`src/design/fxp_pkg.sv`:
```
/* fixed point scaler package
   formats, opcodes and the command word layout shared by all stages */

`default_nettype none

package fxp_pkg;

    // command word
    localparam int CMD_W = 24;

    // sample in Q8.8
    localparam int SAMPLE_W     = 16;
    localparam int SAMPLE_POINT = 8;

    // gain in Q2.14
    localparam int COEF_W     = 16;
    localparam int COEF_POINT = 14;
    localparam logic signed [COEF_W-1:0] COEF_ONE = COEF_W'(1) << COEF_POINT;

    // product Q10.22, accumulator Q12.22
    localparam int PROD_W    = SAMPLE_W + COEF_W;
    localparam int ACC_W     = 34;
    localparam int ACC_POINT = SAMPLE_POINT + COEF_POINT;

    // output in Q8.8
    localparam int OUT_W     = 16;
    localparam int OUT_POINT = 8;

    // cast from accumulator to output format
    // fractional bits dropped below the kept word
    localparam int CAST_LSB = ACC_POINT - OUT_POINT;
    // sign bit plus the integer bits that do not survive the cast
    localparam int CAST_GUARD_W = (ACC_W - ACC_POINT) - (OUT_W - OUT_POINT) + 1;

    // saturation limits of the output word
    localparam logic signed [OUT_W-1:0] OUT_MAX = {1'b0, {(OUT_W-1){1'b1}}};
    localparam logic signed [OUT_W-1:0] OUT_MIN = {1'b1, {(OUT_W-1){1'b0}}};

    // operation codes, 2'b11 is reserved and acts as pass
    localparam logic [1:0] OP_MUL  = 2'b00;
    localparam logic [1:0] OP_MAC  = 2'b01;
    localparam logic [1:0] OP_PASS = 2'b10;

    // top bit of the command word
    localparam logic KIND_SAMPLE = 1'b0;
    localparam logic KIND_COEF   = 1'b1;

    // one 24 bit word, two decodings picked by kind
    typedef union packed {
        // sample command
        struct packed {
            logic                kind;
            logic [1:0]          op;
            logic [4:0]          rsvd;
            logic [SAMPLE_W-1:0] data;
        } sample_view;
        // coefficient load
        struct packed {
            logic              kind;
            logic [6:0]        rsvd;
            logic [COEF_W-1:0] coef;
        } coef_view;
    } cmd_word_u;

endpackage

`default_nettype wire
```
`src/design/fxp_scaler_top.sv`:
```
/* fixed point scaler top
   decode, execute and cast stages, three cycles from command to result */

`timescale 1ns/1ps
`default_nettype none

module fxp_scaler_top
    import fxp_pkg::*;
(
    input  wire logic               clk,
    input  wire logic               reset,
    input  wire logic [CMD_W-1:0]   in_word,
    input  wire logic               in_valid,
    output logic signed [OUT_W-1:0] out_word,
    output logic                    out_valid,
    output logic                    out_sat
);

    // decode to execute
    logic                       op_valid;
    logic [1:0]                 op;
    logic signed [SAMPLE_W-1:0] op_data;
    logic signed [COEF_W-1:0]   op_coef;

    // execute to result
    logic                       acc_valid;
    logic signed [ACC_W-1:0]    acc_value;

    // stage 1, command split and gain register
    cmd_decoder u_cmd_decoder (
        .clk      (clk),
        .reset    (reset),
        .in_word  (in_word),
        .in_valid (in_valid),
        .op_valid (op_valid),
        .op       (op),
        .op_data  (op_data),
        .op_coef  (op_coef)
    );

    // stage 2, multiply and accumulate
    fxp_mac u_fxp_mac (
        .clk       (clk),
        .reset     (reset),
        .op_valid  (op_valid),
        .op        (op),
        .op_data   (op_data),
        .op_coef   (op_coef),
        .acc_valid (acc_valid),
        .acc_value (acc_value)
    );

    // stage 3, cast back to Q8.8
    signed_cast u_signed_cast (
        .clk       (clk),
        .reset     (reset),
        .acc_valid (acc_valid),
        .acc_value (acc_value),
        .out_valid (out_valid),
        .out_word  (out_word),
        .out_sat   (out_sat)
    );

endmodule

`default_nettype wire

```
`src/design/signed_cast.sv`:
```
/* result stage
   casts Q12.22 down to Q8.8 by truncation and saturates the whole word */

`timescale 1ns/1ps
`default_nettype none

module signed_cast
    import fxp_pkg::*;
(
    input  wire logic                    clk,
    input  wire logic                    reset,
    input  wire logic                    acc_valid,
    input  wire logic signed [ACC_W-1:0] acc_value,
    output logic                         out_valid,
    output logic signed [OUT_W-1:0]      out_word,
    output logic                         out_sat
);

    // sign bit together with the integer bits that get dropped
    logic [CAST_GUARD_W-1:0] guard;

    // kept bits, top integer and top fractional bits
    logic signed [OUT_W-1:0] kept;

    logic pos_ovf;
    logic neg_ovf;
    logic sat;

    logic signed [OUT_W-1:0] cast_word;

    // lower fractional bits are just cut, which rounds toward -inf
    assign kept = acc_value[CAST_LSB +: OUT_W];

    // guard covers the input sign down to the output sign bit
    assign guard = acc_value[ACC_W-1 -: CAST_GUARD_W];

    // positive with a one above the output range
    assign pos_ovf = ~guard[CAST_GUARD_W-1] & (|guard);

    // negative with a zero above the output range
    assign neg_ovf = guard[CAST_GUARD_W-1] & ~(&guard);

    assign sat = pos_ovf | neg_ovf;

    // full word limits, so the negative limit is the true minimum
    always_comb begin
        if (pos_ovf) begin
            cast_word = OUT_MAX;
        end else if (neg_ovf) begin
            cast_word = OUT_MIN;
        end else begin
            cast_word = kept;
        end
    end

    // control: strobe and saturation flag
    always_ff @(posedge clk) begin
        if (reset) begin
            out_valid <= 1'b0;
            out_sat   <= 1'b0;
        end else begin
            out_valid <= acc_valid;
            // flag only ever set alongside a valid output
            out_sat   <= acc_valid & sat;
        end
    end

    // output word
    always_ff @(posedge clk) begin
        if (acc_valid) begin
            out_word <= cast_word;
        end
    end

endmodule

`default_nettype wire

```
`src/design/fxp_mac.sv`:
```
/* execute stage
   signed multiply by the gain, accumulate or pass the sample through */

`timescale 1ns/1ps
`default_nettype none

module fxp_mac
    import fxp_pkg::*;
(
    input  wire logic                       clk,
    input  wire logic                       reset,
    input  wire logic                       op_valid,
    input  wire logic [1:0]                 op,
    input  wire logic signed [SAMPLE_W-1:0] op_data,
    input  wire logic signed [COEF_W-1:0]   op_coef,
    output logic                            acc_valid,
    output logic signed [ACC_W-1:0]         acc_value
);

    // Q10.22 product of sample and gain
    logic signed [PROD_W-1:0] prod;

    // product widened to Q12.22
    logic signed [ACC_W-1:0] prod_ext;

    // sample moved into Q12.22 for pass
    logic signed [ACC_W-1:0] pass_ext;

    // running accumulator and its next value
    logic signed [ACC_W-1:0] acc;
    logic signed [ACC_W-1:0] acc_sum;
    logic signed [ACC_W-1:0] acc_next;

    // value sent to the result stage
    logic signed [ACC_W-1:0] result;

    // both operands signed, full width product
    assign prod = op_data * op_coef;

    // sign extension through the signed cast
    assign prod_ext = ACC_W'(prod);

    // Q8.8 to Q12.22 is a sign extend then a shift by the point difference
    assign pass_ext = ACC_W'(op_data) <<< (ACC_POINT - SAMPLE_POINT);

    // wraps modulo 2^ACC_W, no saturation in the accumulator
    assign acc_sum = acc + prod_ext;

    always_comb begin
        acc_next = acc;
        result   = pass_ext;
        case (op)
            OP_MUL: begin
                // restart the sum with this product
                acc_next = prod_ext;
                result   = prod_ext;
            end
            OP_MAC: begin
                acc_next = acc_sum;
                result   = acc_sum;
            end
            default: begin
                // pass and the reserved code leave the sum alone
                acc_next = acc;
                result   = pass_ext;
            end
        endcase
    end

    // control: strobe and accumulator
    always_ff @(posedge clk) begin
        if (reset) begin
            acc_valid <= 1'b0;
            acc       <= '0;
        end else begin
            acc_valid <= op_valid;
            // idle cycles hold the sum
            if (op_valid) begin
                acc <= acc_next;
            end
        end
    end

    // result register, follows the strobe
    always_ff @(posedge clk) begin
        if (op_valid) begin
            acc_value <= result;
        end
    end

endmodule

`default_nettype wire

```
`src/design/cmd_decoder.sv`:
```
/* command decoder
   splits command words, keeps the gain and issues sample operations */

`timescale 1ns/1ps
`default_nettype none

module cmd_decoder
    import fxp_pkg::*;
(
    input  wire logic                       clk,
    input  wire logic                       reset,
    input  wire logic [CMD_W-1:0]           in_word,
    input  wire logic                       in_valid,
    output logic                            op_valid,
    output logic [1:0]                      op,
    output logic signed [SAMPLE_W-1:0]      op_data,
    output logic signed [COEF_W-1:0]        op_coef
);

    // incoming word seen through both views
    cmd_word_u cmd;

    // current gain, Q2.14
    logic signed [COEF_W-1:0] gain;

    logic is_sample;
    logic is_coef;

    assign cmd = cmd_word_u'(in_word);

    // kind is the same bit in either view
    assign is_sample = in_valid && (cmd.sample_view.kind == KIND_SAMPLE);
    assign is_coef   = in_valid && (cmd.coef_view.kind == KIND_COEF);

    // control: gain register and the op strobe
    always_ff @(posedge clk) begin
        if (reset) begin
            gain     <= COEF_ONE;
            op_valid <= 1'b0;
        end else begin
            // coefficient loads never produce an op
            op_valid <= is_sample;
            if (is_coef) begin
                gain <= signed'(cmd.coef_view.coef);
            end
        end
    end

    // payload of a sample command
    // gain here is the registered value, so a load one cycle
    // earlier is already visible to this sample
    always_ff @(posedge clk) begin
        if (is_sample) begin
            op      <= cmd.sample_view.op;
            op_data <= signed'(cmd.sample_view.data);
            op_coef <= gain;
        end
    end

endmodule

`default_nettype wire

```
`config.mk`:
```
export PLATFORM = sky130hd
export DESIGN_NAME = fxp_scaler_top
export DESIGN_NICKNAME = d
export VERILOG_FILES = /design/src/design/fxp_pkg.sv /design/src/design/fxp_scaler_top.sv /design/src/design/signed_cast.sv /design/src/design/fxp_mac.sv /design/src/design/cmd_decoder.sv
export SDC_FILE = /design/constraint.sdc
export NUM_CORES = 1
export LEC_CHECK = 0
export BUFFER_PORTS_ARGS = -buffer_cell sky130_fd_sc_hd__buf_2
export CORE_ASPECT_RATIO = 0.75
export CORE_UTILIZATION = 50
export CTS_CLUSTER_DIAMETER = 30
export CTS_CLUSTER_SIZE = 28
export DETAILED_ROUTE_END_ITERATION = 16
export HOLD_SLACK_MARGIN = 0.1
export PLACE_DENSITY = 0.63
export SYNTH_ARGS = -nofsm -noshare
export SYNTH_HDL_FRONTEND = slang
export SYNTH_SLANG_ARGS = --single-unit
```
`constraint.sdc`:
```
create_clock -name clk -period 8.7 [get_ports clk]
set_input_delay 0.87 -clock clk [delete_from_list [all_inputs] [get_ports clk]]
set_output_delay 0.87 -clock clk [all_outputs]
set_load 0.03 [all_outputs]
```
==> metrics.txt <==
# TYPE chip_impl_metric gauge
chip_impl_metric{name="max_slew_margin",unit=""} 0.329
chip_impl_metric{name="hold_viol",unit=""} 0
chip_impl_metric{name="tightestPinTransition",unit="ns"} 1.00
chip_impl_info{name="rsz_0062_raised_after_global_routing",value="true"} 1
chip_impl_metric{name="drv_slew",unit=""} 0
chip_impl_metric{name="yosys.cell_types.count",unit=""} 77
chip_impl_metric{name="wl_per_cell",unit="um"} 18.6
chip_impl_metric{name="number_of_antenna_violations_at_the_first_check_in_global_routing",unit=""} 0
chip_impl_info{name="path_common_cell",value="sky130_fd_sc_hd__fa_1"} 1
chip_impl_metric{name="antenna_left",unit=""} 0
chip_impl_metric{name="clkTransAtPathRegs",unit="ns"} 0.06
chip_impl_metric{name="pre_cts_worst_setup_slack",unit="ns"} 0.155
chip_impl_metric{name="first_global_vias",unit=""} 12389
chip_impl_metric{name="route.vias.total",unit=""} 12194
chip_impl_metric{name="dpl-instance-area",unit="um2"} 17200
chip_impl_metric{name="critical_path_required",unit="ns"} 8.87
chip_impl_info{name="critical-path-slowest-cell",value="sky130_fd_sc_hd__edfxtp_1"} 1
chip_impl_metric{name="synthesis.area_per_instance",unit="um2"} 9.33
chip_impl_info{name="synth-main-ff-cell",value="sky130_fd_sc_hd__edfxtp_1"} 1
chip_impl_metric{name="timing.final.crit_period",unit="ns"} 8.38
chip_impl_info{name="critPathLaunchType",value="flop"} 1
chip_impl_metric{name="path_max_fanout",unit=""} 7
chip_impl_metric{name="fin_setup_tns",unit="ns"} 0
chip_impl_info{name="worstSetupPathType",value="reg -> reg"} 1
chip_impl_metric{name="buffer_ports.inserted",unit=""} 39
chip_impl_metric{name="worst_clock_skew",unit="ns"} 0.00778
chip_impl_info{name="cp-end-kind",value="flop"} 1
chip_impl_metric{name="area_growth",unit="%"} 10.8
chip_impl_metric{name="worstSkewPairLatency",unit="ns"} 0.44
chip_impl_metric{name="drt_pass1_iterations",unit=""} 5
chip_impl_metric{name="setup_slack_after_layout",unit="ns"} 0.324
chip_impl_metric{name="synth-edff-count",unit=""} 70
chip_impl_metric{name="layout.cell_area.non_filler",unit="um2"} 18000
chip_impl_metric{name="finalNonFillerCells",unit=""} 2269
chip_impl_metric{name="placement_rows",unit=""} 56
chip_impl_metric{name="grt_util_all_layers",unit=""} 0.269
chip_impl_metric{name="cts-htree-levels",unit=""} 4
chip_impl_metric{name="grt_start_max_net_pins",unit=""} 55
chip_impl_info{name="clockRootBuffer",value="sky130_fd_sc_hd__clkbuf_16"} 1
chip_impl_metric{name="period_share",unit=""} 0.963
chip_impl_metric{name="cts-buffers-inserted",unit=""} 17
chip_impl_metric{name="post_layout_nets",unit=""} 2227
chip_impl_metric{name="drt-initial-drc-count",unit=""} 809
chip_impl_metric{name="synthArstFlopShare",unit=""} 0
chip_impl_metric{name="num_io_pins",unit=""} 45
chip_impl_metric{name="flops_latches_synth",unit=""} 124
chip_impl_metric{name="gp_congestion",unit=""} 0.886
chip_impl_info{name="mostFrequentLayoutCells",value="sky130_fd_sc_hd__inv_1 (315), sky130_fd_sc_hd__fa_1 (263), sky130_fd_sc_hd__nand2_1 (234)"} 1
chip_impl_info{name="grt.busiest_layer",value="met2"} 1
chip_impl_metric{name="netlist_area",unit="um2"} 16300
chip_impl_metric{name="drv.max_cap_violation_count",unit=""} 0
chip_impl_metric{name="slowest_delay",unit="ns"} 0.55
chip_impl_metric{name="arrival",unit="ns"} 8.54
chip_impl_metric{name="cts-root-to-sink-buffers",unit=""} 2
chip_impl_info{name="hp-class",value="reg -> reg"} 1
chip_impl_info{name="tritoncts_clock_tree",value="done"} 1
chip_impl_metric{name="global_route_wire_length_before_repair",unit="mm"} 67.9
chip_impl_metric{name="detailedPlacementHpwl",unit="mm"} 33.1
chip_impl_metric{name="cts.sinks",unit=""} 124
chip_impl_metric{name="start_util",unit=""} 0.514
chip_impl_metric{name="chipHeight",unit="um"} 158
chip_impl_metric{name="grt.overflow.total",unit=""} 0
chip_impl_info{name="outcome",value="completed"} 1
chip_impl_metric{name="core-area",unit="um2"} 31600
chip_impl_metric{name="portion_of_synthesized_cell_area_occupied_by_the_leading_cell_type",unit=""} 0.324
chip_impl_metric{name="layout-drive-gt1-share",unit=""} 0.101
chip_impl_metric{name="post-place-cells",unit=""} 2210
chip_impl_metric{name="synthCells",unit=""} 1742
chip_impl_metric{name="met2_usage",unit=""} 0.422
chip_impl_metric{name="setup_viol",unit=""} 0
chip_impl_info{name="synth_largest_area_cell",value="sky130_fd_sc_hd__fa_1"} 1
chip_impl_metric{name="post-route-drc-count",unit=""} 0
chip_impl_metric{name="die_area",unit="um2"} 33200
chip_impl_metric{name="met1_usage",unit=""} 0.394
chip_impl_info{name="synthTopCellsByArea",value="sky130_fd_sc_hd__fa_1 (32%), sky130_fd_sc_hd__edfxtp_1 (13%), sky130_fd_sc_hd__ha_1 (8.9%)"} 1
chip_impl_metric{name="ys_seq_area_frac",unit=""} 0.196
chip_impl_metric{name="postSynthNetCount",unit=""} 2148
chip_impl_metric{name="ctsHoldBuffers",unit=""} 0
chip_impl_metric{name="max_freq",unit="MHz"} 119
chip_impl_metric{name="n_antenna_cell",unit=""} 0
chip_impl_metric{name="finalWirelength",unit="mm"} 42.1
chip_impl_metric{name="m3_gr_usage",unit=""} 0.0413
chip_impl_metric{name="die_width",unit="um"} 210
chip_impl_metric{name="yosysWarnings",unit=""} 0
chip_impl_metric{name="avgViaCountPerCell",unit=""} 5.37
chip_impl_info{name="final_common_cell",value="sky130_fd_sc_hd__inv_1"} 1
sequential cells by signal, indices dropped and copies added, names as in the netlist:
register and count:
u_signed_cast.out_sat 1, u_signed_cast.out_valid 1, u_cmd_decoder.op 2, u_cmd_decoder.op_coef 16, u_fxp_mac.acc_value 20, u_cmd_decoder.gain 16, u_signed_cast.out_word 16, u_fxp_mac.acc 34
u_cmd_decoder.op_valid 1, u_cmd_decoder.op_data 16, u_fxp_mac.acc_valid 1
per-layer routing:
| metal | wire, um | up-vias |
|---|---|---|
| li1 | - | 5693 |
| met2 | 19000 | 339 |
| met3 | 2200 | 36 |
| met5 | 0 | - |
| met1 | 20300 | 6126 |
| met4 | 634 | 0 |
what timing repair did:
action,in CTS,in global routing
endpoints found under the setup margin,0,22
buffers inserted,0,27
resized for setup,0,5
critical path: cells and delay by family (launching register included):
kind | cells | cell delay (ns)
and+or+nand+nor | 6 | 1.20
AOI/OAI and AO/OA | 10 | 2.04
DFF | 1 | 0.55
buffers and inverters | 3 | 0.34
adders and majority gates | 8 | 3.65
xor gates and xnor gates | 2 | 0.31
synth_stat cells, types with 4 or more instances:
| cell type | count |
|---|---|
| sky130_fd_sc_hd__o211ai_1 | 5 |
| sky130_fd_sc_hd__buf_1 | 4 |
| sky130_fd_sc_hd__nand2_1 | 234 |
| sky130_fd_sc_hd__mux2i_1 | 7 |
| sky130_fd_sc_hd__nor2b_1 | 8 |
| sky130_fd_sc_hd__o21ai_0 | 52 |
| sky130_fd_sc_hd__clkbuf_1 | 53 |
| sky130_fd_sc_hd__dfxtp_1 | 54 |
| sky130_fd_sc_hd__edfxtp_1 | 70 |
| sky130_fd_sc_hd__nor2_1 | 71 |
| sky130_fd_sc_hd__nand4_1 | 4 |
| sky130_fd_sc_hd__o21bai_1 | 8 |
| sky130_fd_sc_hd__fa_1 | 263 |
| sky130_fd_sc_hd__and2_1 | 118 |
| sky130_fd_sc_hd__ha_1 | 116 |
| sky130_fd_sc_hd__xnor2_1 | 49 |
| sky130_fd_sc_hd__inv_1 | 315 |
| sky130_fd_sc_hd__o21a_1 | 9 |
| sky130_fd_sc_hd__nand3_1 | 14 |
| sky130_fd_sc_hd__nand2b_1 | 9 |
| sky130_fd_sc_hd__a211oi_1 | 11 |
| sky130_fd_sc_hd__a21oi_1 | 92 |
| sky130_fd_sc_hd__nor3_1 | 11 |
| sky130_fd_sc_hd__a31oi_1 | 13 |
| sky130_fd_sc_hd__and3_1 | 6 |
| sky130_fd_sc_hd__or2_2 | 5 |
| sky130_fd_sc_hd__o21ai_1 | 6 |
| sky130_fd_sc_hd__or3_1 | 5 |
| sky130_fd_sc_hd__a21o_1 | 48 |
| sky130_fd_sc_hd__xor2_1 | 12 |
per-stage QoR:
step	hold slack (ns)	utilization
after floorplan	0.408	-
after global placement	0.412	0.544
after detailed placement	0.413	0.544
after CTS	0.427	0.563
after global routing	0.439	0.570
final	0.427	0.570
area by class of cell:
type,instances,area [um2]
Inverter,316,1190
Timing Repair Buffer,122,816
Clock buffer,17,425
Tap cell,435,544
Clock inverter,15,171
Fill cell,2831,13600
Sequential cell,124,3180
Multi-Input combinational cell,1240,11700
kinds of logic (layout without fill, tap and decap cells):
family / count (synthesis) / in the layout / share of synthesized area
flip-flops: 124 / 124 / 0.196
AO/OA/AOI/OAI: 292 / 292 / 0.119
multiplexers: 9 / 9 / 0.00570
AND/OR/NAND/NOR: 498 / 498 / 0.144
adder cells (fa/ha/maj): 379 / 379 / 0.413
XOR/XNOR: 62 / 62 / 0.0339
buffers and inverters: 378 / 470 / 0.0883
final timing paths:
check                        endpoint  slack (ns)                     start  depth (start not counted)
max           u_fxp_mac.acc_value[29]        0.32  u_cmd_decoder.op_data[5]                         29
min reg2reg  u_cmd_decoder.op_coef[2]        0.43     u_cmd_decoder.gain[2]                          0
max reg2reg   u_fxp_mac.acc_value[29]        0.32  u_cmd_decoder.op_data[5]                         29
min          u_cmd_decoder.op_coef[2]        0.43     u_cmd_decoder.gain[2]                          0
Power is not shown: default switching activity piles up to over one toggle a cycle in this logic, so the estimate is an artifact.
